--- src/hw/rv_pkg.sv ---
package rv_pkg;

    // Register width as fixed by RV32I.
    localparam int xlen = 32;

    typedef logic [4:0] reg_addr_t;

    // Values match the 7-bit major opcode field of the instruction word.
    typedef enum logic [6:0] {
        op_illegal = 7'b0000000,
        op_reg     = 7'b0110011,
        op_imm     = 7'b0010011,
        op_lui     = 7'b0110111,
        op_auipc   = 7'b0010111,
        op_jal     = 7'b1101111,
        op_jalr    = 7'b1100111
    } opcode_e;

    // Encoded as {funct7[5], funct3} so the OP and OP-IMM mapping stays obvious.
    typedef enum logic [3:0] {
        alu_add  = 4'b0000,
        alu_sub  = 4'b1000,
        alu_sll  = 4'b0001,
        alu_slt  = 4'b0010,
        alu_sltu = 4'b0011,
        alu_xor  = 4'b0100,
        alu_srl  = 4'b0101,
        alu_sra  = 4'b1101,
        alu_or   = 4'b0110,
        alu_and  = 4'b0111
    } alu_op_e;

    // One instruction after decode, waiting in the decode register.
    typedef struct packed {
        opcode_e         opcode;
        logic [2:0]      funct3;
        logic            alt;
        reg_addr_t       rd;
        reg_addr_t       rs1;
        reg_addr_t       rs2;
        logic [xlen-1:0] imm;
        logic [xlen-1:0] pc;
    } decoded_t;

    // One packet on the output stream per executed instruction.
    typedef struct packed {
        logic [xlen-1:0] pc;
        reg_addr_t       rd;
        logic [xlen-1:0] wdata;
        logic            we;
        logic [xlen-1:0] ex_result;
        logic [xlen-1:0] next_pc;
        logic            illegal;
    } result_t;

endpackage

--- src/hw/rv_alu.sv ---
`timescale 1ns/1ps

module rv_alu import rv_pkg::*; (
    input  logic [xlen-1:0] a,
    input  logic [xlen-1:0] b,
    input  alu_op_e         op,
    output logic [xlen-1:0] result,
    output logic            overflow,
    output logic            compare
);

    logic [xlen-1:0] sum;
    logic [xlen-1:0] diff;
    logic [4:0]      shamt;
    logic            add_ovf;
    logic            sub_ovf;

    assign sum   = a + b;
    assign diff  = a - b;
    assign shamt = b[4:0];

    // Signed overflow shows as a sign flip that the operand signs cannot explain.
    assign add_ovf = (a[xlen-1] == b[xlen-1]) && (sum[xlen-1] != a[xlen-1]);
    assign sub_ovf = (a[xlen-1] != b[xlen-1]) && (diff[xlen-1] != a[xlen-1]);

    assign overflow = (op == alu_sub) ? sub_ovf : ((op == alu_add) && add_ovf);
    assign compare  = $signed(a) < $signed(b);

    always_comb begin
        case (op)
            alu_add:  result = sum;
            alu_sub:  result = diff;
            alu_sll:  result = a << shamt;
            alu_slt:  result = {{(xlen-1){1'b0}}, compare};
            alu_sltu: result = {{(xlen-1){1'b0}}, a < b};
            alu_xor:  result = a ^ b;
            alu_srl:  result = a >> shamt;
            alu_sra:  result = $signed(a) >>> shamt;
            alu_or:   result = a | b;
            alu_and:  result = a & b;
            default:  result = sum;
        endcase
    end

endmodule

--- src/hw/rv_decoder.sv ---
`timescale 1ns/1ps

module rv_decoder import rv_pkg::*; (
    input  logic [xlen-1:0] instr,
    input  logic [xlen-1:0] pc,
    output decoded_t        decoded
);

    opcode_e         opcode;
    logic [xlen-1:0] imm_i;
    logic [xlen-1:0] imm_u;
    logic [xlen-1:0] imm_j;

    // Only the six supported major opcodes are recognised.
    always_comb begin
        case (instr[6:0])
            op_reg,
            op_imm,
            op_lui,
            op_auipc,
            op_jal,
            op_jalr: opcode = opcode_e'(instr[6:0]);
            default: opcode = op_illegal;
        endcase
    end

    assign imm_i = {{20{instr[31]}}, instr[31:20]};
    assign imm_u = {instr[31:12], 12'b0};

    // J offset is reassembled from its scattered bits, already shifted left by one.
    assign imm_j = {
        {11{instr[31]}},
        instr[31],
        instr[19:12],
        instr[20],
        instr[30:21],
        1'b0
    };

    always_comb begin
        decoded.opcode = opcode;
        decoded.funct3 = instr[14:12];
        decoded.alt    = instr[30];
        decoded.rd     = instr[11:7];
        decoded.rs1    = instr[19:15];
        decoded.rs2    = instr[24:20];
        decoded.pc     = pc;

        case (opcode)
            op_imm,
            op_jalr:  decoded.imm = imm_i;
            op_lui,
            op_auipc: decoded.imm = imm_u;
            op_jal:   decoded.imm = imm_j;
            default:  decoded.imm = '0;
        endcase
    end

endmodule

--- src/hw/rv_exec_core.sv ---
`timescale 1ns/1ps

module rv_exec_core import rv_pkg::*; #(
    parameter logic [xlen-1:0] reset_pc = 32'h0000_0000
) (
    input  logic            clk,
    input  logic            reset,
    input  logic            in_valid,
    output logic            in_ready,
    input  logic [xlen-1:0] in_instr,
    output logic            out_valid,
    input  logic            out_ready,
    output result_t         out_result
);

    decoded_t        dec_in;
    decoded_t        dec_q;
    decoded_t        exec_dec;
    logic            dec_valid;
    result_t         exu_result;
    result_t         res_q;
    logic [xlen-1:0] pc_q;
    logic [xlen-1:0] rdata1;
    logic [xlen-1:0] rdata2;
    logic            res_free;
    logic            dec_advance;
    logic            accept;

    assign res_free    = !out_valid || out_ready;
    assign dec_advance = dec_valid && res_free;
    assign in_ready    = !dec_valid || dec_advance;
    assign accept      = in_valid && in_ready;

    rv_decoder u_decoder (
        .instr   (in_instr),
        .pc      (pc_q),
        .decoded (dec_in)
    );

    // Instructions execute in order, so the PC at execute time is the right one.
    always_comb begin
        exec_dec    = dec_q;
        exec_dec.pc = pc_q;
    end

    rv_regfile u_regfile (
        .clk    (clk),
        .reset  (reset),
        .raddr1 (dec_q.rs1),
        .raddr2 (dec_q.rs2),
        .rdata1 (rdata1),
        .rdata2 (rdata2),
        .we     (dec_advance && exu_result.we),
        .waddr  (exu_result.rd),
        .wdata  (exu_result.wdata)
    );

    rv_exu u_exu (
        .decoded   (exec_dec),
        .rs1_value (rdata1),
        .rs2_value (rdata2),
        .result    (exu_result)
    );

    always_ff @(posedge clk) begin
        if (reset) begin
            dec_valid <= 1'b0;
            out_valid <= 1'b0;
            pc_q      <= reset_pc;
        end else begin
            if (accept) begin
                dec_valid <= 1'b1;
            end else if (dec_advance) begin
                dec_valid <= 1'b0;
            end
            if (dec_advance) begin
                out_valid <= 1'b1;
                pc_q      <= exu_result.next_pc;
            end else if (out_ready) begin
                out_valid <= 1'b0;
            end
        end
    end

    always_ff @(posedge clk) begin
        if (accept) begin
            dec_q <= dec_in;
        end
        if (dec_advance) begin
            res_q <= exu_result;
        end
    end

    assign out_result = res_q;

    a_out_stable: assert property (
        @(posedge clk) disable iff (reset)
        (out_valid && !out_ready) |=> (out_valid && $stable(out_result))
    ) else $error("out_result changed while stalled");

endmodule

--- src/hw/rv_exu.sv ---
`timescale 1ns/1ps

module rv_exu import rv_pkg::*; (
    input  decoded_t        decoded,
    input  logic [xlen-1:0] rs1_value,
    input  logic [xlen-1:0] rs2_value,
    output result_t         result
);

    logic [xlen-1:0] op_a;
    logic [xlen-1:0] op_b;
    alu_op_e         alu_op;
    logic [xlen-1:0] alu_result;
    logic [xlen-1:0] ex_result;
    logic [xlen-1:0] pc_plus4;
    logic            is_jump;
    logic            legal;
    logic            writes_rd;

    // SUB exists only for register operands, while SRA/SRAI share funct3 101.
    function automatic alu_op_e arith_op(input logic [2:0] funct3, input logic sub_en,
                                         input logic sra_en);
        case (funct3)
            3'b000:  arith_op = sub_en ? alu_sub : alu_add;
            3'b001:  arith_op = alu_sll;
            3'b010:  arith_op = alu_slt;
            3'b011:  arith_op = alu_sltu;
            3'b100:  arith_op = alu_xor;
            3'b101:  arith_op = sra_en ? alu_sra : alu_srl;
            3'b110:  arith_op = alu_or;
            default: arith_op = alu_and;
        endcase
    endfunction

    always_comb begin
        op_a      = rs1_value;
        op_b      = decoded.imm;
        alu_op    = alu_add;
        writes_rd = 1'b1;
        case (decoded.opcode)
            op_reg: begin
                op_b   = rs2_value;
                alu_op = arith_op(decoded.funct3, decoded.alt, decoded.alt);
            end
            op_imm:           alu_op = arith_op(decoded.funct3, 1'b0, decoded.alt);
            op_lui:           op_a = '0;
            op_auipc, op_jal: op_a = decoded.pc;
            op_jalr:          op_a = rs1_value;
            default: begin
                op_a      = '0;
                op_b      = '0;
                writes_rd = 1'b0;
            end
        endcase
    end

    rv_alu u_alu (
        .a        (op_a),
        .b        (op_b),
        .op       (alu_op),
        .result   (alu_result),
        .overflow (),
        .compare  ()
    );

    assign is_jump   = (decoded.opcode == op_jal) || (decoded.opcode == op_jalr);
    assign legal     = decoded.opcode != op_illegal;
    assign pc_plus4  = decoded.pc + 32'd4;
    // JALR targets are halfword aligned.
    assign ex_result = (decoded.opcode == op_jalr) ? {alu_result[xlen-1:1], 1'b0} : alu_result;

    always_comb begin
        result.pc        = decoded.pc;
        result.rd        = decoded.rd;
        result.ex_result = ex_result;
        result.wdata     = is_jump ? pc_plus4 : ex_result;
        result.we        = writes_rd && (decoded.rd != '0);
        result.next_pc   = is_jump ? ex_result : pc_plus4;
        result.illegal   = !legal;
    end

    always_comb begin
        a_illegal_no_write: assert (!(result.illegal && result.we))
            else $error("illegal instruction requested a register write");
    end

endmodule

--- src/hw/rv_regfile.sv ---
`timescale 1ns/1ps

module rv_regfile import rv_pkg::*; (
    input  logic            clk,
    input  logic            reset,
    input  reg_addr_t       raddr1,
    input  reg_addr_t       raddr2,
    output logic [xlen-1:0] rdata1,
    output logic [xlen-1:0] rdata2,
    input  logic            we,
    input  reg_addr_t       waddr,
    input  logic [xlen-1:0] wdata
);

    // x0 has no storage.
    logic [xlen-1:0] regs [1:31];

    always_ff @(posedge clk) begin
        if (reset) begin
            for (int i = 1; i < 32; i++) begin
                regs[i] <= '0;
            end
        end else if (we && waddr != '0) begin
            regs[waddr] <= wdata;
        end
    end

    assign rdata1 = (raddr1 == '0) ? '0 : regs[raddr1];
    assign rdata2 = (raddr2 == '0) ? '0 : regs[raddr2];

    // The execution unit must already have dropped writes to x0.
    a_no_x0_write: assert property (
        @(posedge clk) disable iff (reset) !(we && waddr == '0)
    ) else $error("register file write presented with waddr 0");

endmodule

--- config.mk ---
export PLATFORM = sky130hd
export DESIGN_NAME = rv_exec_core
export DESIGN_NICKNAME = d
export VERILOG_FILES = /design/src/hw/rv_pkg.sv /design/src/hw/rv_alu.sv /design/src/hw/rv_decoder.sv /design/src/hw/rv_exec_core.sv /design/src/hw/rv_exu.sv /design/src/hw/rv_regfile.sv
export SDC_FILE = /design/constraint.sdc
export NUM_CORES = 2
export LEC_CHECK = 0
export BUFFER_PORTS_ARGS = -buffer_cell sky130_fd_sc_hd__buf_2
export CAP_MARGIN = 40
export CORE_MARGIN = 5
export CORE_UTILIZATION = 45
export DETAILED_ROUTE_END_ITERATION = 10
export PLACE_DENSITY = 0.59
export SLEW_MARGIN = 20
export SYNTH_ARGS = -nofsm -noshare
export SYNTH_HDL_FRONTEND = slang
export SYNTH_SLANG_ARGS = --single-unit
--- constraint.sdc ---
create_clock -name clk -period 8.2 [get_ports clk]
set_input_delay 0 -clock clk [delete_from_list [all_inputs] [get_ports clk]]
set_output_delay 0 -clock clk [all_outputs]
set_load 0.01 [all_outputs]
# After elaboration in Yosys (flattened, before gate mapping)
# Memory sizes are Yosys's and may differ from the RTL's. A register that Yosys moved wholly into a read port is not among the register bits.
# Cells that the tools add are included.
[classes] n_addsub=3 magnitude_cmp=2 n_eq_ne=32 shifts=3 mux=30 bitwise=3 n_reduce_logical=26
[op_table] operator="$pmux 32 s9" count=1
[op_table] operator="$mux 32" count=5
[op_table] operator="$pmux 32 s2" count=2
[op_table] operator="$pmux 32 s3" count=1
[op_table] operator="$lt 32x32->1" count=2
[op_table] operator="$pmux 4 s7" count=2
[op_table] operator="$eq 7x5->1 const B" count=6
[op_table] operator="$eq 7x7->1 const B" count=6
[op_table] operator="$eq 7x6->1 const B" count=5
[op_table] operator="$add 32x3->32 const B" count=1
[op_table] operator="$add 32x32->32" count=1
[op_table] operator="$and 32x32->32" count=1
[op_table] operator="$or 32x32->32" count=1
[op_table] operator="$reduce_or 32->1" count=1
[op_table] operator="$shl 32x5->32" count=1
[op_table] operator="$shr 32x5->32" count=1
[op_table] operator="$sshr 32x5->32" count=1
[op_table] operator="$sub 32x32->32" count=1
[op_table] operator="$xor 32x32->32" count=1
[op_table] operator="$eq 4x3->1 const B" count=4
[op_table] operator="$mux 5" count=3
[op_table] operator="$mux 1" count=12
[op_table] operator="$reduce_or 6->1" count=2
[op_table] operator="$logic_not 5->1" count=2
[op_table] operator="19 further kinds" count=36
[totals] ff_bits=227 ram_bits=992 inputBits=36 wordCells=117 n_memories=1
[memory_table] memory="u_regfile.regs" words=31 width=32 read_ports=2 rd_clocked_by_memory_dff=2 wr=31 line_no="rv_regfile.sv:16" text="logic [xlen-1:0] regs [1:31];"

# Depth between registers and ports, before layout
[depth] depth_word=11 ltp_mapped=28 mapped_depth_nobuf=21

# By module
# From an unflattened synthesis, not the netlist that was laid out.
[unflattened] hier_cells=5923 area_unflattened_um2=73889.6
[by_module_without_submodules] module="rv_regfile" n_inst=1 cells_each=3765 area_per_inst_um2=54631.1 seq_area_each_um2=30749.5
[by_module_without_submodules] module="rv_alu" n_inst=1 cells_each=1331 area_per_inst_um2=8743.4 seq_area_each_um2=0.0
[by_module_without_submodules] module="rv_exec_core" n_inst=1 cells_each=343 area_per_inst_um2=7345.8 seq_area_each_um2=6476.2
[by_module_without_submodules] module="rv_exu" n_inst=1 cells_each=376 area_per_inst_um2=2373.5 seq_area_each_um2=0.0
[by_module_without_submodules] module="rv_decoder" n_inst=1 cells_each=108 area_per_inst_um2=795.8 seq_area_each_um2=0.0

# Worst setup path before layout
# Ideal clock, no wire load.
[synth_timing] path_kind="register to register" startpoint="reg with a tool-made name" endpoint="mem u_regfile.regs[10][29], data pin" setup_time_ns=0.263 arrival_time_ns=7.071 required_ns=7.937 path_slack_ns=0.866 stages_incl_launch_ff=25 path_buffers=8 path_cell_list="dfxtp_1 > buf_2 > buf_4 > buf_2 > clkbuf_1 > buf_1 > buf_1 > mux4_2 > mux4_2 > mux2i_1 > o21ai_0 > ha_1 > clkbuf_1 > nor3_1 > nand3_1 > or2_2 > a211oi_1 > o21bai_1 > a211oi_1 > o21a_1 > o32ai_1 > or4b_4 > o31ai_2 > buf_6 > nor2_2"
[synth_rtl] element="end, declared" line_no="rv_regfile.sv:16"

==> impl_metrics.toml <==
[run]
cap_violations = 0

[timing]
rsz0062_at_grt = "no"
fin_crit_sh_pct = 96.2
min_period_ns = 7.89
holdWs_ns = 0.0554
tns_ns = 0
slew_headroom_pct = 31.5
tightest_slew_ns = 1.03
skew_ns = 0.0407
setup_violations = 0
max_freq_mhz = 127
drv_slew = 0
hold_viol = 0

[yosys]
synthCells = 5778
synthTopCellsByArea = "edfxtp_1 (51%), mux4_2 (17%), nor2_1 (6.2%)"
synthXorXnorAreaFrac_pct = 0.667
synth-seq-area-share_pct = 51.9
async_flop_share_pct = 0
synth_edf_count = 1217
ys_warn_count = 0
synth_top_family_by_area = "multiplexers"
yosys.area.top_type_share_pct = 50.6
synth.distinct_cells = 111
ys.flop_type = "edfxtp_1"
syn_area_um2 = 72200
synth-simple-area-share_pct = 11.6
synthAdderAreaFrac_pct = 1.75
synth_compound_area_share_pct = 8.93
ys_seq_elements = 1261
muxShareOfSynthArea_pct = 21.1
avgSynthCellArea_um2 = 12.5
yosys.area.top_type = "edfxtp_1"

[outcome]
outcome = "completed"

[global_routing]
grt_pass1_wl_um = 447000
antenna_found_initial = 19
grt_usage_pct = 38.2
grt_max_degree = 69
grt_pass1_vias = 54500
gr-total-overflow = 0

[setup_path]
r2r_cells = 21
cp-start-kind = "flop"
path_class = "reg2reg"
r2r_slack_ns = 0.31
regToRegEndpoint = "u_regfile.regs[17][0]"
crit_required_ns = 8.71
path_max_fanout = 25
cp.arrival_ns = 8.40
crit_path_end_kind = "flop"

[routing]
num_vias = 57100
firstDrtPassIters = 6
post-route-drc-count = 0
first_iter_violations = 8441
antenna_left = 0
vias_per_cell = 6.88
wl_per_cell_um = 39.6
wl_um = 328000

[floorplanning]
die_width_um = 410
die_h_um = 410
coreArea_um2 = 160000
row_count = 147
io_pins = 173
start_util_pct = 45.1
die_area_um2 = 168000

[hold_path]
worstHoldStart = "in_instr[24]"
hold_path_end = "dec_q[68]"
whs_path_depth = 2
worstHoldPathType = "in2reg"

[cts]
cts_buffers = 141
htree_levels = 4
clkLatencyLatePin_ns = 0.82
clkSinkCount = 1261
cts_buffer_depth = 3
cts.clk_slew.worst_paths_ns = 0.06
cts_tree = "built"
post_cts_buffers = 0
clockRootBuffer = "clkbuf_16"

[final_layout]
layout-drive-gt1-share_pct = 25.4
seqCellArea_um2 = 37500
utilization_pct = 51.8
final_common_cell = "edfxtp_1"
finalNetCount = 6229
multi_input_area_um2 = 32300
fill_cells = 13700
final_cell_mix = "edfxtp_1 (1217), nor2_1 (1181), mux4_2 (531)"
area_delta_synth_final_pct = 14.9

[power]
p_total_mw = 15.8
p_per_area_nw_per_um2 = 191
peakVddDrop_v = 0.000236
power_leakage_nw = 29.5

[place]
hpwlAfterDp_um = 229000
gp_congestion = 1.07
place.port_buffers = 172
==> cells in the mapped netlist (all sizes together) (16+ instances only) <==
cell     count
edfxtp    1217
nor2      1214
mux4       545
clkbuf     308
nand2      292
buf        226
mux2i      226
a21oi      182
o21ai      155
inv        140
ha          98
nand3       90
nor3        79
a22oi       60
a211oi      59
mux2        56
nand2b      51
a21o        49
o211ai      49
and2        46
dfxtp       44
xnor2       38
a31oi       34
nor2b       32
o22ai       32
and3        31
a221oi      28
a21boi      23
o21a        23
nor4        22
o21bai      21
o31ai       19
xor2        17
a2111oi     16
a32oi       16
or2         16
==> state kept, by name, summed over array words and instances, names as in the netlist, named ones only <==
name            count
u_regfile.regs   1024
dec_valid           1
out_result        135
dec_q              58
pc_q               32
out_valid           1
==> worst max-delay path: stages, from the launching register on <==
cell and delay [ns]:
dfxtp_4 0.54, buf_16 0.27, buf_12 0.28, mux4_2 0.53
mux2i_1 0.59, a22oi_1 0.21, a32oi_2 0.82, inv_1 0.17
ha_1 0.36, or3_1 0.36, or3_1 0.39, nor2b_1 0.12
o21ai_0 0.16, o311a_1 0.18, a211oi_1 0.32, o22ai_1 0.25
nor4_1 0.31, o21ai_0 0.24, a211oi_1 0.71, a21o_1 0.34
buf_4 0.27, nor2_1 0.08
==> logic make-up (layout without fill, tap and decap cells) <==
group | count (synthesis) | count (layout)
and+or+nand+nor | 1942 | 1942
DFF | 1261 | 1261
AOI/OAI and AO/OA | 916 | 916
muxes | 827 | 827
buffers and inverters | 676 | 1069
adders and majority gates | 100 | 100
xor gates and xnor gates | 55 | 55
other | 1 | 46
==> where the power goes <==
part	total, mW	switching [mW]	internal (mW)
sequential	7.46	0.182	7.28
combinational	2.21	1.34	0.870
clock	6.15	2.74	3.41
total	15.8	4.27	11.6
==> stage by stage <==
step / worst slack (ns) / cells / area [um^2]
floorplan: 0.866 / 5809 / 72300
global placement: 0.295 / 7946 / 77600
detailed placement: 0.658 / 7970 / 77800
CTS: 0.595 / 8279 / 82800
global route: 0.268 / 8288 / 82900
finish: 0.309 / 8302 / 82900
==> final cells by class <==
type / count / area share [%]
diodes: 14 / 0.0422
clock buffers: 179 / 4.49
clock inverters: 73 / 0.825
inverters: 142 / 0.649
multi-input cells: 3872 / 39.0
flip-flops and latches: 1261 / 45.2
well taps: 2086 / 3.15
repair buffers: 675 / 6.73
==> how the worst max path moves through the flow <==
stage                             endpoint  slack (ns)  startpoint
floorplan           u_regfile.regs[10][29]        0.87        flop
global route         u_regfile.regs[27][0]        0.27        flop
CTS                  u_regfile.regs[17][0]        0.60        flop
global placement     u_regfile.regs[24][0]        0.29   dec_q[85]
finish               u_regfile.regs[17][0]        0.31        flop
detailed placement   u_regfile.regs[25][0]        0.66        flop
==> routing by layer <==
layer	routed length (um)	global-route usage, %	vias up
li1	-	-	22600
met1	117000	48.7	29200
met2	145000	57.3	4371
met3	37000	9.36	921
met4	29700	27.6	8
met5	52	0	-
==> what timing repair did <==
item | 4_1_cts | 5_1_grt
gates resized for setup | 0 | 0
hold buffers | 57 | 0
hold endpoints to repair | 102 | 0
(Power assumes the default switching activity.)
